File: config.mk
export PLATFORM = sky130hd
export DESIGN_NAME = motorDrive
export DESIGN_NICKNAME = d
export VERILOG_FILES = /design/src/hw/motorPkg.sv /design/src/hw/pwmPkg.sv /design/src/hw/stepSequencer.sv /design/src/hw/pwmGenerator.sv /design/src/hw/motorDrive.sv
export VERILOG_INCLUDE_DIRS = /design/src /design/src/include
export SDC_FILE = /design/constraint.sdc
export NUM_CORES = 1
export LEC_CHECK = 0
export ABC_AREA = 1
export ABC_CLOCK_PERIOD_IN_PS = 14670
export BUFFER_PORTS_ARGS = -buffer_cell sky130_fd_sc_hd__buf_4
export CORE_UTILIZATION = 57
export DETAILED_ROUTE_END_ITERATION = 7
export GPL_ROUTABILITY_DRIVEN = 0
export PLACE_DENSITY = 0.75
export SYNTH_ARGS = -nofsm -noshare
export SYNTH_HDL_FRONTEND = slang
export SYNTH_SLANG_ARGS = --single-unit
File: constraint.sdc
create_clock -name clk -period 14.67 [get_ports clk]
set_input_delay 0.7335 -clock clk [delete_from_list [all_inputs] [get_ports clk]]
set_output_delay 0.7335 -clock clk [all_outputs]
set_load 0.01 [all_outputs]
File: src/include/motor_defs.svh
`ifndef MOTOR_DEFS_SVH
`define MOTOR_DEFS_SVH

// step index and step length widths
`define MOTOR_STEP_W 4
`define MOTOR_CYCLES_W 16

// a 12-bit period gives at most 4095 cycles per PWM period
`define PWM_LEN_W 12

// pulse budgets, remainders and high-cycle tallies
`define PWM_POS_W 16

// shortest on-time the MOSFET drivers switch cleanly
`define PWM_MIN_PULSE 256

// steps on which a phase defers to its neighbour phase
`define PWM_GATE_STEP_A 1
`define PWM_GATE_STEP_B 6
`define PWM_GATE_STEP_C 11

`endif

File: src/hw/motorPkg.sv
package motorPkg;

`include "motor_defs.svh"

    // index of a commutation step
    typedef logic [`MOTOR_STEP_W-1:0] stepIdxT;

    // length of a step in clock cycles
    typedef logic [`MOTOR_CYCLES_W-1:0] stepCyclesT;

    // one step command from the host, 80 bits
    typedef struct packed {
        stepIdxT                 stepIdx;
        stepCyclesT              stepCycles;
        // one period shared by all three phases
        logic [`PWM_LEN_W-1:0]   pwmLen;
        logic [`PWM_POS_W-1:0]   pulseLenA;
        logic [`PWM_POS_W-1:0]   pulseLenB;
        logic [`PWM_POS_W-1:0]   pulseLenC;
    } stepCmdT;

    // step frame broadcast by the sequencer to every generator
    typedef struct packed {
        logic    active;
        // first cycle of the step, also the first period start
        logic    stepFirst;
        // final cycle of the step
        logic    stepLast;
        stepIdxT stepIdx;
    } stepFrameT;

endpackage

File: src/hw/pwmPkg.sv
package pwmPkg;

`include "motor_defs.svh"

    // length of one PWM period in cycles
    typedef logic [`PWM_LEN_W-1:0] pwmLenT;

    // pulse budget, pulse counter value or high-cycle count
    typedef logic [`PWM_POS_W-1:0] pulseLenT;

    // per-step report of the cycles each phase owed but did not drive
    typedef struct packed {
        logic [`MOTOR_STEP_W-1:0] stepIdx;
        pulseLenT                 lostA;
        pulseLenT                 lostB;
        pulseLenT                 lostC;
    } pwmStatusT;

    // a phase's budget and what it would load, kept together for the
    // load or carry decision
    typedef struct packed {
        pulseLenT budget;
        logic     reachMin;
        logic     gateOk;
    } phaseBudgetT;

endpackage

File: src/hw/stepSequencer.sv
`timescale 1ns/100ps

module stepSequencer (
    input  logic                clk,
    input  logic                arstN,
    input  logic                cmdValid,
    output logic                cmdReady,
    input  motorPkg::stepCmdT   cmd,
    output motorPkg::stepFrameT frame,
    output pwmPkg::pwmLenT      pwmLen,
    output pwmPkg::pulseLenT    pulseLenA,
    output pwmPkg::pulseLenT    pulseLenB,
    output pwmPkg::pulseLenT    pulseLenC
);

    typedef enum logic {
        stIdle,
        stRun
    } seqStateT;

    seqStateT             state;
    seqStateT             stateNext;
    motorPkg::stepCyclesT cycLeft;
    motorPkg::stepCmdT    cmdQ;
    logic                 accept;
    logic                 stepFirst;
    logic                 stepLast;

    // the counter starts at the full step length, so the first cycle is
    // the one where nothing has been counted off yet
    assign stepFirst = (state == stRun) && (cycLeft == cmdQ.stepCycles);
    assign stepLast  = (state == stRun) && (cycLeft == motorPkg::stepCyclesT'(1));

    // taking a command in the last cycle chains the next step without a gap
    assign cmdReady = (state == stIdle) || stepLast;
    assign accept   = cmdValid && cmdReady;

    always_comb begin
        stateNext = state;
        case (state)
            stIdle: begin
                if (accept) begin
                    stateNext = stRun;
                end
            end
            stRun: begin
                if (stepLast && !accept) begin
                    stateNext = stIdle;
                end
            end
            default: begin
                stateNext = stIdle;
            end
        endcase
    end

    always_ff @(posedge clk or negedge arstN) begin
        if (!arstN) begin
            state   <= stIdle;
            cycLeft <= '0;
        end else begin
            state <= stateNext;
            if (accept) begin
                cycLeft <= cmd.stepCycles;
            end else if (cycLeft != '0) begin
                cycLeft <= cycLeft - motorPkg::stepCyclesT'(1);
            end
        end
    end

    // command fields stay put for the whole step
    always_ff @(posedge clk) begin
        if (accept) begin
            cmdQ <= cmd;
        end
    end

    assign frame = '{
        active:    (state == stRun),
        stepFirst: stepFirst,
        stepLast:  stepLast,
        stepIdx:   cmdQ.stepIdx
    };

    assign pwmLen    = cmdQ.pwmLen;
    assign pulseLenA = cmdQ.pulseLenA;
    assign pulseLenB = cmdQ.pulseLenB;
    assign pulseLenC = cmdQ.pulseLenC;

endmodule

File: src/hw/pwmGenerator.sv
`timescale 1ns/100ps

`include "motor_defs.svh"

module pwmGenerator #(
    parameter motorPkg::stepIdxT gateStep = '0
) (
    input  logic                clk,
    input  logic                arstN,
    input  motorPkg::stepFrameT frame,
    input  pwmPkg::pwmLenT      pwmLen,
    input  pwmPkg::pulseLenT    pulseLen,
    input  pwmPkg::pulseLenT    neighbourBudget,
    output pwmPkg::pulseLenT    budget,
    output logic                pwm,
    output pwmPkg::pulseLenT    lost,
    output logic                lostValid
);

    pwmPkg::pwmLenT      perCnt;
    logic                periodStart;
    pwmPkg::pulseLenT    remainder;
    pwmPkg::pulseLenT    remEff;
    pwmPkg::phaseBudgetT phase;
    logic                load;
    pwmPkg::pulseLenT    pulseCnt;
    pwmPkg::pulseLenT    wantedCnt;
    pwmPkg::pulseLenT    realCnt;
    pwmPkg::pulseLenT    wantedNext;
    pwmPkg::pulseLenT    realNext;

    // the step's first cycle opens a period, then every pwmLen cycles
    assign periodStart = frame.active && (frame.stepFirst || perCnt == pwmPkg::pwmLenT'(1));

    always_ff @(posedge clk or negedge arstN) begin
        if (!arstN) begin
            perCnt <= '0;
        end else if (!frame.active) begin
            perCnt <= '0;
        end else if (periodStart) begin
            perCnt <= pwmLen;
        end else if (perCnt != '0) begin
            perCnt <= perCnt - pwmPkg::pwmLenT'(1);
        end
    end

    // a new step starts from an empty remainder
    assign remEff = frame.stepFirst ? '0 : remainder;

    assign phase.budget   = remEff + pulseLen;
    assign phase.reachMin = (phase.budget >= pwmPkg::pulseLenT'(`PWM_MIN_PULSE));
    // on its gate step this phase may not outgrow its neighbour
    assign phase.gateOk   = !((frame.stepIdx == gateStep) && (phase.budget > neighbourBudget));

    assign load   = periodStart && phase.reachMin && phase.gateOk;
    assign budget = phase.budget;

    always_ff @(posedge clk or negedge arstN) begin
        if (!arstN) begin
            remainder <= '0;
        end else if (periodStart) begin
            remainder <= load ? '0 : phase.budget;
        end
    end

    // the step end wins over a load in the same cycle, so nothing
    // spills past the step
    always_ff @(posedge clk or negedge arstN) begin
        if (!arstN) begin
            pulseCnt <= '0;
        end else if (!frame.active || frame.stepLast) begin
            pulseCnt <= '0;
        end else if (load) begin
            pulseCnt <= phase.budget;
        end else if (pulseCnt != '0) begin
            pulseCnt <= pulseCnt - pwmPkg::pulseLenT'(1);
        end
    end

    assign pwm = (pulseCnt != '0);

    // tallies restart on the first cycle and include this cycle's share
    always_comb begin
        wantedNext = frame.stepFirst ? '0 : wantedCnt;
        realNext   = frame.stepFirst ? '0 : realCnt;
        if (periodStart) begin
            wantedNext = wantedNext + pulseLen;
        end
        if (pwm) begin
            realNext = realNext + pwmPkg::pulseLenT'(1);
        end
    end

    always_ff @(posedge clk or negedge arstN) begin
        if (!arstN) begin
            wantedCnt <= '0;
            realCnt   <= '0;
            lostValid <= 1'b0;
        end else begin
            if (frame.active) begin
                wantedCnt <= wantedNext;
                realCnt   <= realNext;
            end
            lostValid <= frame.active && frame.stepLast;
        end
    end

    // the difference wraps at 16 bits when more was driven than wanted
    always_ff @(posedge clk) begin
        if (frame.active && frame.stepLast) begin
            lost <= wantedNext - realNext;
        end
    end

endmodule

File: src/hw/motorDrive.sv
`timescale 1ns/100ps

`include "motor_defs.svh"

module motorDrive (
    input  logic              clk,
    input  logic              arstN,
    input  logic              cmdValid,
    output logic              cmdReady,
    input  motorPkg::stepCmdT cmd,
    output logic [2:0]        pwm,
    output logic              statusValid,
    output pwmPkg::pwmStatusT status
);

    motorPkg::stepFrameT frame;
    pwmPkg::pwmLenT      pwmLen;
    pwmPkg::pulseLenT    pulseLenA;
    pwmPkg::pulseLenT    pulseLenB;
    pwmPkg::pulseLenT    pulseLenC;
    pwmPkg::pulseLenT    budgetA;
    pwmPkg::pulseLenT    budgetB;
    pwmPkg::pulseLenT    budgetC;
    pwmPkg::pulseLenT    lostA;
    pwmPkg::pulseLenT    lostB;
    pwmPkg::pulseLenT    lostC;
    motorPkg::stepIdxT   statusIdx;

    stepSequencer i_stepSequencer (
        .clk       (clk),
        .arstN     (arstN),
        .cmdValid  (cmdValid),
        .cmdReady  (cmdReady),
        .cmd       (cmd),
        .frame     (frame),
        .pwmLen    (pwmLen),
        .pulseLenA (pulseLenA),
        .pulseLenB (pulseLenB),
        .pulseLenC (pulseLenC)
    );

    // budgets form a ring: A looks at B, B at C, C at A
    pwmGenerator #(
        .gateStep (motorPkg::stepIdxT'(`PWM_GATE_STEP_A))
    ) i_pwmGenA (
        .clk             (clk),
        .arstN           (arstN),
        .frame           (frame),
        .pwmLen          (pwmLen),
        .pulseLen        (pulseLenA),
        .neighbourBudget (budgetB),
        .budget          (budgetA),
        .pwm             (pwm[0]),
        .lost            (lostA),
        .lostValid       (statusValid)
    );

    pwmGenerator #(
        .gateStep (motorPkg::stepIdxT'(`PWM_GATE_STEP_B))
    ) i_pwmGenB (
        .clk             (clk),
        .arstN           (arstN),
        .frame           (frame),
        .pwmLen          (pwmLen),
        .pulseLen        (pulseLenB),
        .neighbourBudget (budgetC),
        .budget          (budgetB),
        .pwm             (pwm[1]),
        .lost            (lostB),
        .lostValid       ()
    );

    pwmGenerator #(
        .gateStep (motorPkg::stepIdxT'(`PWM_GATE_STEP_C))
    ) i_pwmGenC (
        .clk             (clk),
        .arstN           (arstN),
        .frame           (frame),
        .pwmLen          (pwmLen),
        .pulseLen        (pulseLenC),
        .neighbourBudget (budgetA),
        .budget          (budgetC),
        .pwm             (pwm[2]),
        .lost            (lostC),
        .lostValid       ()
    );

    // the frame may already carry the next step when the status goes out
    always_ff @(posedge clk) begin
        if (frame.active && frame.stepLast) begin
            statusIdx <= frame.stepIdx;
        end
    end

    assign status = '{
        stepIdx: statusIdx,
        lostA:   lostA,
        lostB:   lostB,
        lostC:   lostC
    };

endmodule

==> impl_metrics.ini, run 1 <==
[run_status]
status = completed

[grt]
grt_max_degree = 96
grt_pass1_vias = 22911
use_met2_pct = 49.3
track_usage_pct = 29.9
grt_pass1_wl_um = 113000
overflow = 0
grt_busiest_layer = met2
grt_util_met3_pct = 4.52
antenna_found_initial = 0
met1_usage_pct = 39.2

[placed_design]
hpwl_um = 52200
port_buffers = 139

[sta]
finClkSkew_ps = 18.6
hold_viol_final = 0
period_needed_ps = 6860
whs_ps = 187
setup_viol_count_final = 0
tightestPinTransition_ps = 1020
rsz0062_at_grt = no
slew_headroom_pct = 32.0
max_freq_mhz = 146
fin_setup_tns_ps = 0
slew_viol_final = 0
fin_crit_sh_pct = 46.8

[floorplanning]
dieHeight_um = 218
core-area_um2 = 45700
io_pins = 140
row_count = 78
die_w_um = 218
die_area_um2 = 47500
start_util_pct = 58.2

[clocking]
cts_resized = 0
ctsHoldBuffers = 0
clock_latency_ps = 600
cts_made_buffers = 44
cts_root_buffer = clkbuf_16
ctsHtreeMaxLevel = 2
cts_tree = built
clkSinkCount = 378
clk_pin_slew_ps = 60
post_cts_buffers = 0
clk_path_buf_depth = 3

[logic_synthesis]
syn_inst = 3490
synth_edf_count = 132
synth_ff_type = dfrtp_1
ys_ff_latch = 378
synthesis.area_um2 = 26600
synth_cell_types = 61
async_flop_share_pct = 65.1
yosysSeqAreaShare_pct = 38.1
ys_warn_count = 0
synth.avg_cell_area_um2 = 7.62
syn-num-nets = 3773

[detailed_routing]
drt_iter0_drc = 2062
firstDrtPassIters = 5
wire_per_inst_um = 16.6
wirelength_um = 70400
drtAntennaViolNets = 0
drc = 0
num_vias = 23788
avgViaCountPerCell = 5.61

[power_and_ir_drop]
peakVddDrop_mv = 0.107
p_total_uw = 5160
leakagePower_uw = 0.0153
powerDensity_nw_per_um2 = 174

[finish]
final_layout_size_suffix_gt1_share_pct = 9.44
nets = 3891
layout_commonest_cell = nand2_1
syn_to_final_growth_pct = 11.5
layout_common_cells = nand2_1 (949), inv_1 (451), nor2_1 (266)
fin_util_pct = 64.9
antenna_cells = 0

[critical_path]
crit_slowest_cell = buf_4
cp.arrival_ps = 7200
crit_top_cell = nand2_1
worstPathMaxFanout = 90
crit_type = flop to flop
cpPeakStageDelay_ps = 820
r2r_cells = 32
crit_path_end_kind = flop
cp-start-kind = flop
cp.required_ps = 15010

[worst_hold_path]
hold_class = primary input to asynchronous set/reset pin

[run]
cap_violations = 0
[stage by stage]
stage	instance area [um2]	worst slack, ps	instances
2_1_floorplan	26600	9670	3490
3_3_place_gp	28000	8090	4162
3_5_place_dp	28000	7910	4162
4_1_cts	29700	7870	4244
5_1_grt	29700	7190	4244
6_report	29700	7810	4244
[routing by layer]
layer / vias up / part of all wire, %
met4: 0 / 3.6
met5: - / 0
met2: 898 / 46
li1: 11666 / -
met3: 155 / 7.9
met1: 11069 / 42
[cell families (layout without fill, tap and decap cells)]
group	after synthesis	after routing	share of synthesized area, %
buffers and inverters	551	705	8.43
AOI/OAI and AO/OA	509	509	10.5
adders and majority gates	200	200	9.66
and+or+nand+nor	1660	1660	27.0
xor gates and xnor gates	192	192	6.35
DFF	378	378	38.1
[worst paths after layout]
check                                         from                            to  slack [ps]
max                          i_stepSequencer.state            i_pwmGenA.lost[15]        7810
min                                          arstN    i_stepSequencer.cycLeft[4]         190
max reg2reg                  i_stepSequencer.state            i_pwmGenA.lost[15]        7810
min reg2reg                i_pwmGenA.remainder[11]       i_pwmGenA.remainder[11]         480
max in group asynchronous                    arstN         i_pwmGenB.realCnt[15]       12930
min in group clk                           cmd[18]  i_stepSequencer.pulseLenB[2]         310
[critical path: cells and delay by family, from the launching register on]
family / cells / cell delay, ps
buf+inv: 7 / 2500
compound gates: 8 / 1560
simple gates: 15 / 1470
fa+ha+maj: 2 / 610
flops: 1 / 400
[cell usage after synthesis (all sizes together) (3+ instances only)]
cell type / instances / area (um2)
nand3b: 7 / 52.6
a31oi: 8 / 50.1
dfrtp: 246 / 6160
edfxtp: 132 / 3960
inv: 470 / 1770
o21a: 4 / 30.0
a311oi: 7 / 61.3
o21bai: 12 / 90.1
nor2: 292 / 1170
and2: 6 / 37.5
o211ai: 5 / 37.5
o221ai: 3 / 26.3
nand2: 983 / 3800
xor2: 124 / 1090
a21oi: 177 / 916
buf: 49 / 354
o22ai: 13 / 81.3
nor3b: 5 / 37.5
o21ai: 247 / 1240
clkbuf: 30 / 113
a21boi: 7 / 52.6
or2: 12 / 75.1
nor4: 15 / 109
nand4: 62 / 394
fa: 9 / 180
xnor2: 68 / 596
nor3: 53 / 302
nand3: 222 / 1170
ha: 191 / 2390
a211oi: 13 / 97.6
a221oi: 5 / 43.8
[layout make-up]
class / count / area [um2]
timing repair buffer: 151 / 1140
clock inverter: 30 / 419
tap: 600 / 751
sequential: 378 / 10100
clock buffer: 52 / 1200
multi-input combinational: 2561 / 14300
fill: 3827 / 16000
inverter: 472 / 1770
[report_power, final]
| part | leakage (uW) | internal, uW | switching, uW |
|---|---|---|---|
| clock network | 0.000793 | 764 | 477 |
| logic | 0.0102 | 881 | 1440 |
| registers | 0.00437 | 1400 | 199 |
Note: power is estimated with default switching activity, not from simulation.
==> run 2: changes to the inputs <==
Settings changed: ABC_CLOCK_PERIOD_IN_PS 14670 to 6480.
Clock period 14.67 ns to 6.48 ns, I/O delays scaled along.
==> impl_metrics.ini, run 2 (synthesis gave the netlist of run 1 again) <==
[sta]
setup_viol_count_final = 0
rsz0062_at_grt = no
fin_crit_sh_pct = 90.6
hold_viol_final = 0
period_needed_ps = 5870
slew_viol_final = 0
fin_setup_tns_ps = 0
timing.final.ws_setup_ps = 606
tightestPinTransition_ps = 1000
slew_headroom_pct = 33.3
max_freq_mhz = 170
finClkSkew_ps = 20.2

[detailed_routing]
firstDrtPassIters = 6
drtAntennaViolNets = 0
wire_per_inst_um = 16.7
num_vias = 24355
drt_iter0_drc = 2065
drc = 0
avgViaCountPerCell = 5.62
wirelength_um = 72300

[floorplanning]
core-area_um2 = 45700
die_area_um2 = 47500
die_w_um = 218
row_count = 78
io_pins = 140
dieHeight_um = 218
start_util_pct = 58.2

[power_and_ir_drop]
peakVddDrop_mv = 0.263
powerDensity_nw_per_um2 = 379
leakagePower_uw = 0.0156

[clocking]
cts_root_buffer = clkbuf_16
cts_resized = 0
cts_tree = built
clkSinkCount = 378
ctsHtreeMaxLevel = 2
clock_latency_ps = 580
cts_made_buffers = 44
clk_pin_slew_ps = 60
clk_path_buf_depth = 3

[critical_path]
crit_slowest_cell = dfrtp_1
rr_endpoint = i_pwmGenC.lost[15]
cp.required_ps = 6810
crit_top_cell = nand2_1
cpPeakStageDelay_ps = 440
crit_path_end_kind = flop
cpLargestDelayFamily = simple AND/OR/NAND/NOR gates
crit_type = flop to flop
worstPathMaxFanout = 28
worstReg2RegStart = i_stepSequencer.cycLeft[12]
r2r_cells = 29
cp.buffers_inverters = 5
reg2reg_slack_ps = 610
cp.arrival_ps = 6200
cp-start-kind = flop

[grt]
track_usage_pct = 30.6
grt_pass1_vias = 23598
antenna_found_initial = 0
grt_pass1_wl_um = 116000
overflow = 0
grt_max_degree = 159

[placed_design]
port_buffers = 139
pre_cts_slack_ps = 777
hpwl_um = 53000

[run_status]
status = completed

[finish]
final_layout_size_suffix_gt1_share_pct = 9.20
layout_commonest_cell = nand2_1
nets = 3979
syn_to_final_growth_pct = 14.5
antenna_cells = 0
layout_common_cells = nand2_1 (949), inv_1 (451), nor2_1 (266)
n_fill_cell = 3863
fin_util_pct = 66.6

[worst_hold_path]
hold_class = primary input to asynchronous set/reset pin

[run]
cap_violations = 0
-- run 2: cell type report --
class / count / area, um2 / area share, %
multi-input cells: 2561 / 14300 / 46.8
inverters: 472 / 1770 / 5.83
clock inverters: 17 / 215 / 0.707
clock buffers: 63 / 1290 / 4.25
repair buffers: 239 / 2030 / 6.68
flip-flops and latches: 378 / 10100 / 33.2
well taps: 600 / 751 / 2.47
-- run 2: worst max-delay path by stage --
stage	depth (start not counted)	to	start	slack [ps]
after detailed placement	29	i_pwmGenC.lost[15]	i_stepSequencer.cycLeft[12]	780
after global placement	28	i_pwmGenC.lost[15]	i_stepSequencer.cycLeft[12]	950
after global routing	29	i_pwmGenC.lost[15]	i_stepSequencer.cycLeft[12]	30
after CTS	29	i_pwmGenC.lost[15]	i_stepSequencer.cycLeft[12]	740
final	29	i_pwmGenC.lost[15]	i_stepSequencer.cycLeft[12]	610
after floorplan	35	i_pwmGenA.pulseCnt[10]	i_stepSequencer.cycLeft[4]	1480
-- run 2: report_power, final --
part | total, uW | switching [uW] | internal, uW
clock network | 2630 | 1040 | 1590
registers | 3620 | 457 | 3160
logic | 5300 | 3270 | 2030
-- run 2: worst register-to-register path, delay by kind of cell, from the launching register on --
| kind | cells | cell delay [ps] |
|---|---|---|
| adders and majority gates | 2 | 750 |
| buffers and inverters | 5 | 680 |
| xor gates and xnor gates | 1 | 310 |
| and+or+nand+nor | 13 | 1850 |
| DFF | 1 | 440 |
| AOI/OAI and AO/OA | 8 | 1600 |
-- run 2: repair_timing --
item                                   in CTS  in global routing
endpoints found under the hold margin     176                  0
buffers inserted                            0                  0
hold buffers                               82                  0
-- run 2: per-layer routing --
layer	vias up	GRT usage [%]	share of wire (%)
li1	11832	-	-
met5	-	0	0
met1	11396	40.1	43
met2	906	50.4	46
met3	221	4.13	7.2
met4	0	13.8	4.2
-- run 2: metrics by stage --
| stage | instance area [um2] | power (uW) | hold WS (ps) | cells |
|---|---|---|---|---|
| floorplan | 26600 | 7530 | 28.4 | 3490 |
| global placement | 28100 | 8540 | 370 | 4168 |
| detailed placement | 28100 | 8780 | 377 | 4168 |
| CTS | 30400 | 11500 | 356 | 4330 |
| global route | 30400 | 12400 | 373 | 4330 |
| finish | 30400 | 11500 | 310 | 4330 |
==> run 3: changes to the inputs <==
Settings changed: PLACE_DENSITY 0.75 to not set, PLACE_DENSITY_LB_ADDON set to 0.12.
==> impl_metrics.ini, run 3 (synthesis gave the netlist of run 1 again) <==
[sta]
period_needed_ps = 5960
max_freq_mhz = 168
fin_setup_tns_ps = 0
slew_viol_final = 0
slew_headroom_pct = 37.4
setup_viol_count_final = 0
hold_viol_final = 0
fin_crit_sh_pct = 92.0
rsz0062_at_grt = no
tightestPinTransition_ps = 939
whs_ps = 350
finClkSkew_ps = 15.8

[worst_hold_path]
hold_class = primary input to asynchronous set/reset pin

[floorplanning]
core-area_um2 = 45700
row_count = 78
die_area_um2 = 47500
io_pins = 140
die_w_um = 218
dieHeight_um = 218
start_util_pct = 58.2

[finish]
layout_commonest_cell = nand2_1
multi_input_area_um2 = 14300
nets = 3988
syn_to_final_growth_pct = 14.4
final_layout_size_suffix_gt1_share_pct = 9.31
n_fill_cell = 3825
seq_area_um2 = 10100
antenna_cells = 0
layout_common_cells = nand2_1 (949), inv_1 (451), nor2_1 (266)

[placed_design]
port_buffers = 139
hpwl_um = 53500

[power_and_ir_drop]
p_total_uw = 11400
peakVddDrop_mv = 0.254
powerDensity_nw_per_um2 = 375
leakagePower_uw = 0.0156

[grt]
grt_max_degree = 89
antenna_found_initial = 0
overflow = 0
grt_pass1_vias = 23107
track_usage_pct = 30.7
grt_pass1_wl_um = 116000

[clocking]
clock_latency_ps = 580
post_cts_buffers = 0
cts_tree = built
ctsHtreeMaxLevel = 2
clk_path_buf_depth = 3
cts_made_buffers = 45
ctsHoldBuffers = 82
clkSinkCount = 378
cts_resized = 0
clk_pin_slew_ps = 60
cts_root_buffer = clkbuf_16

[critical_path]
cp-start-kind = flop
crit_type = flop to flop
crit_top_cell = nand2_1
cp.arrival_ps = 6400
cpPeakStageDelay_ps = 530
crit_slowest_cell = nand3_4
crit_path_end_kind = flop
cp.required_ps = 6920
worstPathMaxFanout = 40

[detailed_routing]
drc = 0
wire_per_inst_um = 16.7
firstDrtPassIters = 5
drt_iter0_drc = 2086
drtAntennaViolNets = 0
avgViaCountPerCell = 5.58
wirelength_um = 72300
num_vias = 24229

[run]
cap_violations = 0

[run_status]
status = completed
-- run 3: final cells by class --
type,instances,share of cell area [%]
tap,600,2.47
inverter,472,5.83
clock buffer,61,4.19
clock inverter,20,0.567
timing repair buffer,247,6.83
multi-input combinational,2561,46.8
sequential,378,33.3
-- run 3: metal layers --
| layer | vias up | global-route usage, % | share of wire [%] |
|---|---|---|---|
| met5 | - | 0 | 0 |
| met1 | 11387 | 41.7 | 44 |
| met4 | 0 | 11.4 | 3.5 |
| met3 | 157 | 3.44 | 6.5 |
| met2 | 821 | 50.5 | 46 |
| li1 | 11864 | - | - |
-- run 3: where the power goes --
group / switching [uW] / internal [uW] / total [uW]
Combinational: 3260 / 2030 / 5290
Sequential: 453 / 3160 / 3620
Clock: 1020 / 1490 / 2510
-- run 3: critical path, delay by kind of cell, from the launching register on --
family	cells	cell delay [ps]
buffers and inverters	4	700
AND/OR/NAND/NOR	22	3190
XOR/XNOR	2	700
adder cells (fa/ha/maj)	2	780
flip-flops	1	430
-- run 3: worst paths after layout --
| check | from | to | slack (ps) | depth (start not counted) |
|---|---|---|---|---|
| setup / recovery | i_stepSequencer.cycLeft[4] | i_pwmGenA.pulseCnt[3] | 520 | 30 |
| hold / removal | arstN | i_stepSequencer.cycLeft[6] | 350 | 2 |
| setup reg to reg | i_stepSequencer.cycLeft[4] | i_pwmGenA.pulseCnt[3] | 520 | 30 |
| hold reg to reg | i_pwmGenC.realCnt[14] | i_pwmGenC.realCnt[14] | 480 | 2 |
| max in group asynchronous | arstN | i_pwmGenA.perCnt[10] | 4730 | 3 |
| min in group clk | cmd[26] | i_stepSequencer.pulseLenB[10] | 460 | 2 |
-- run 3: through the flow --
step / cell area, um2 / cells / util, % / worst slack, ps
final: 30400 / 4339 / 66.6 / 518
after global routing: 30400 / 4339 / 66.6 / 72.6
after CTS: 30400 / 4339 / 66.6 / 577
after detailed placement: 28200 / 4176 / 61.7 / 616
after global placement: 28200 / 4176 / 61.7 / 719
after floorplan: 26600 / 3490 / - / 1480
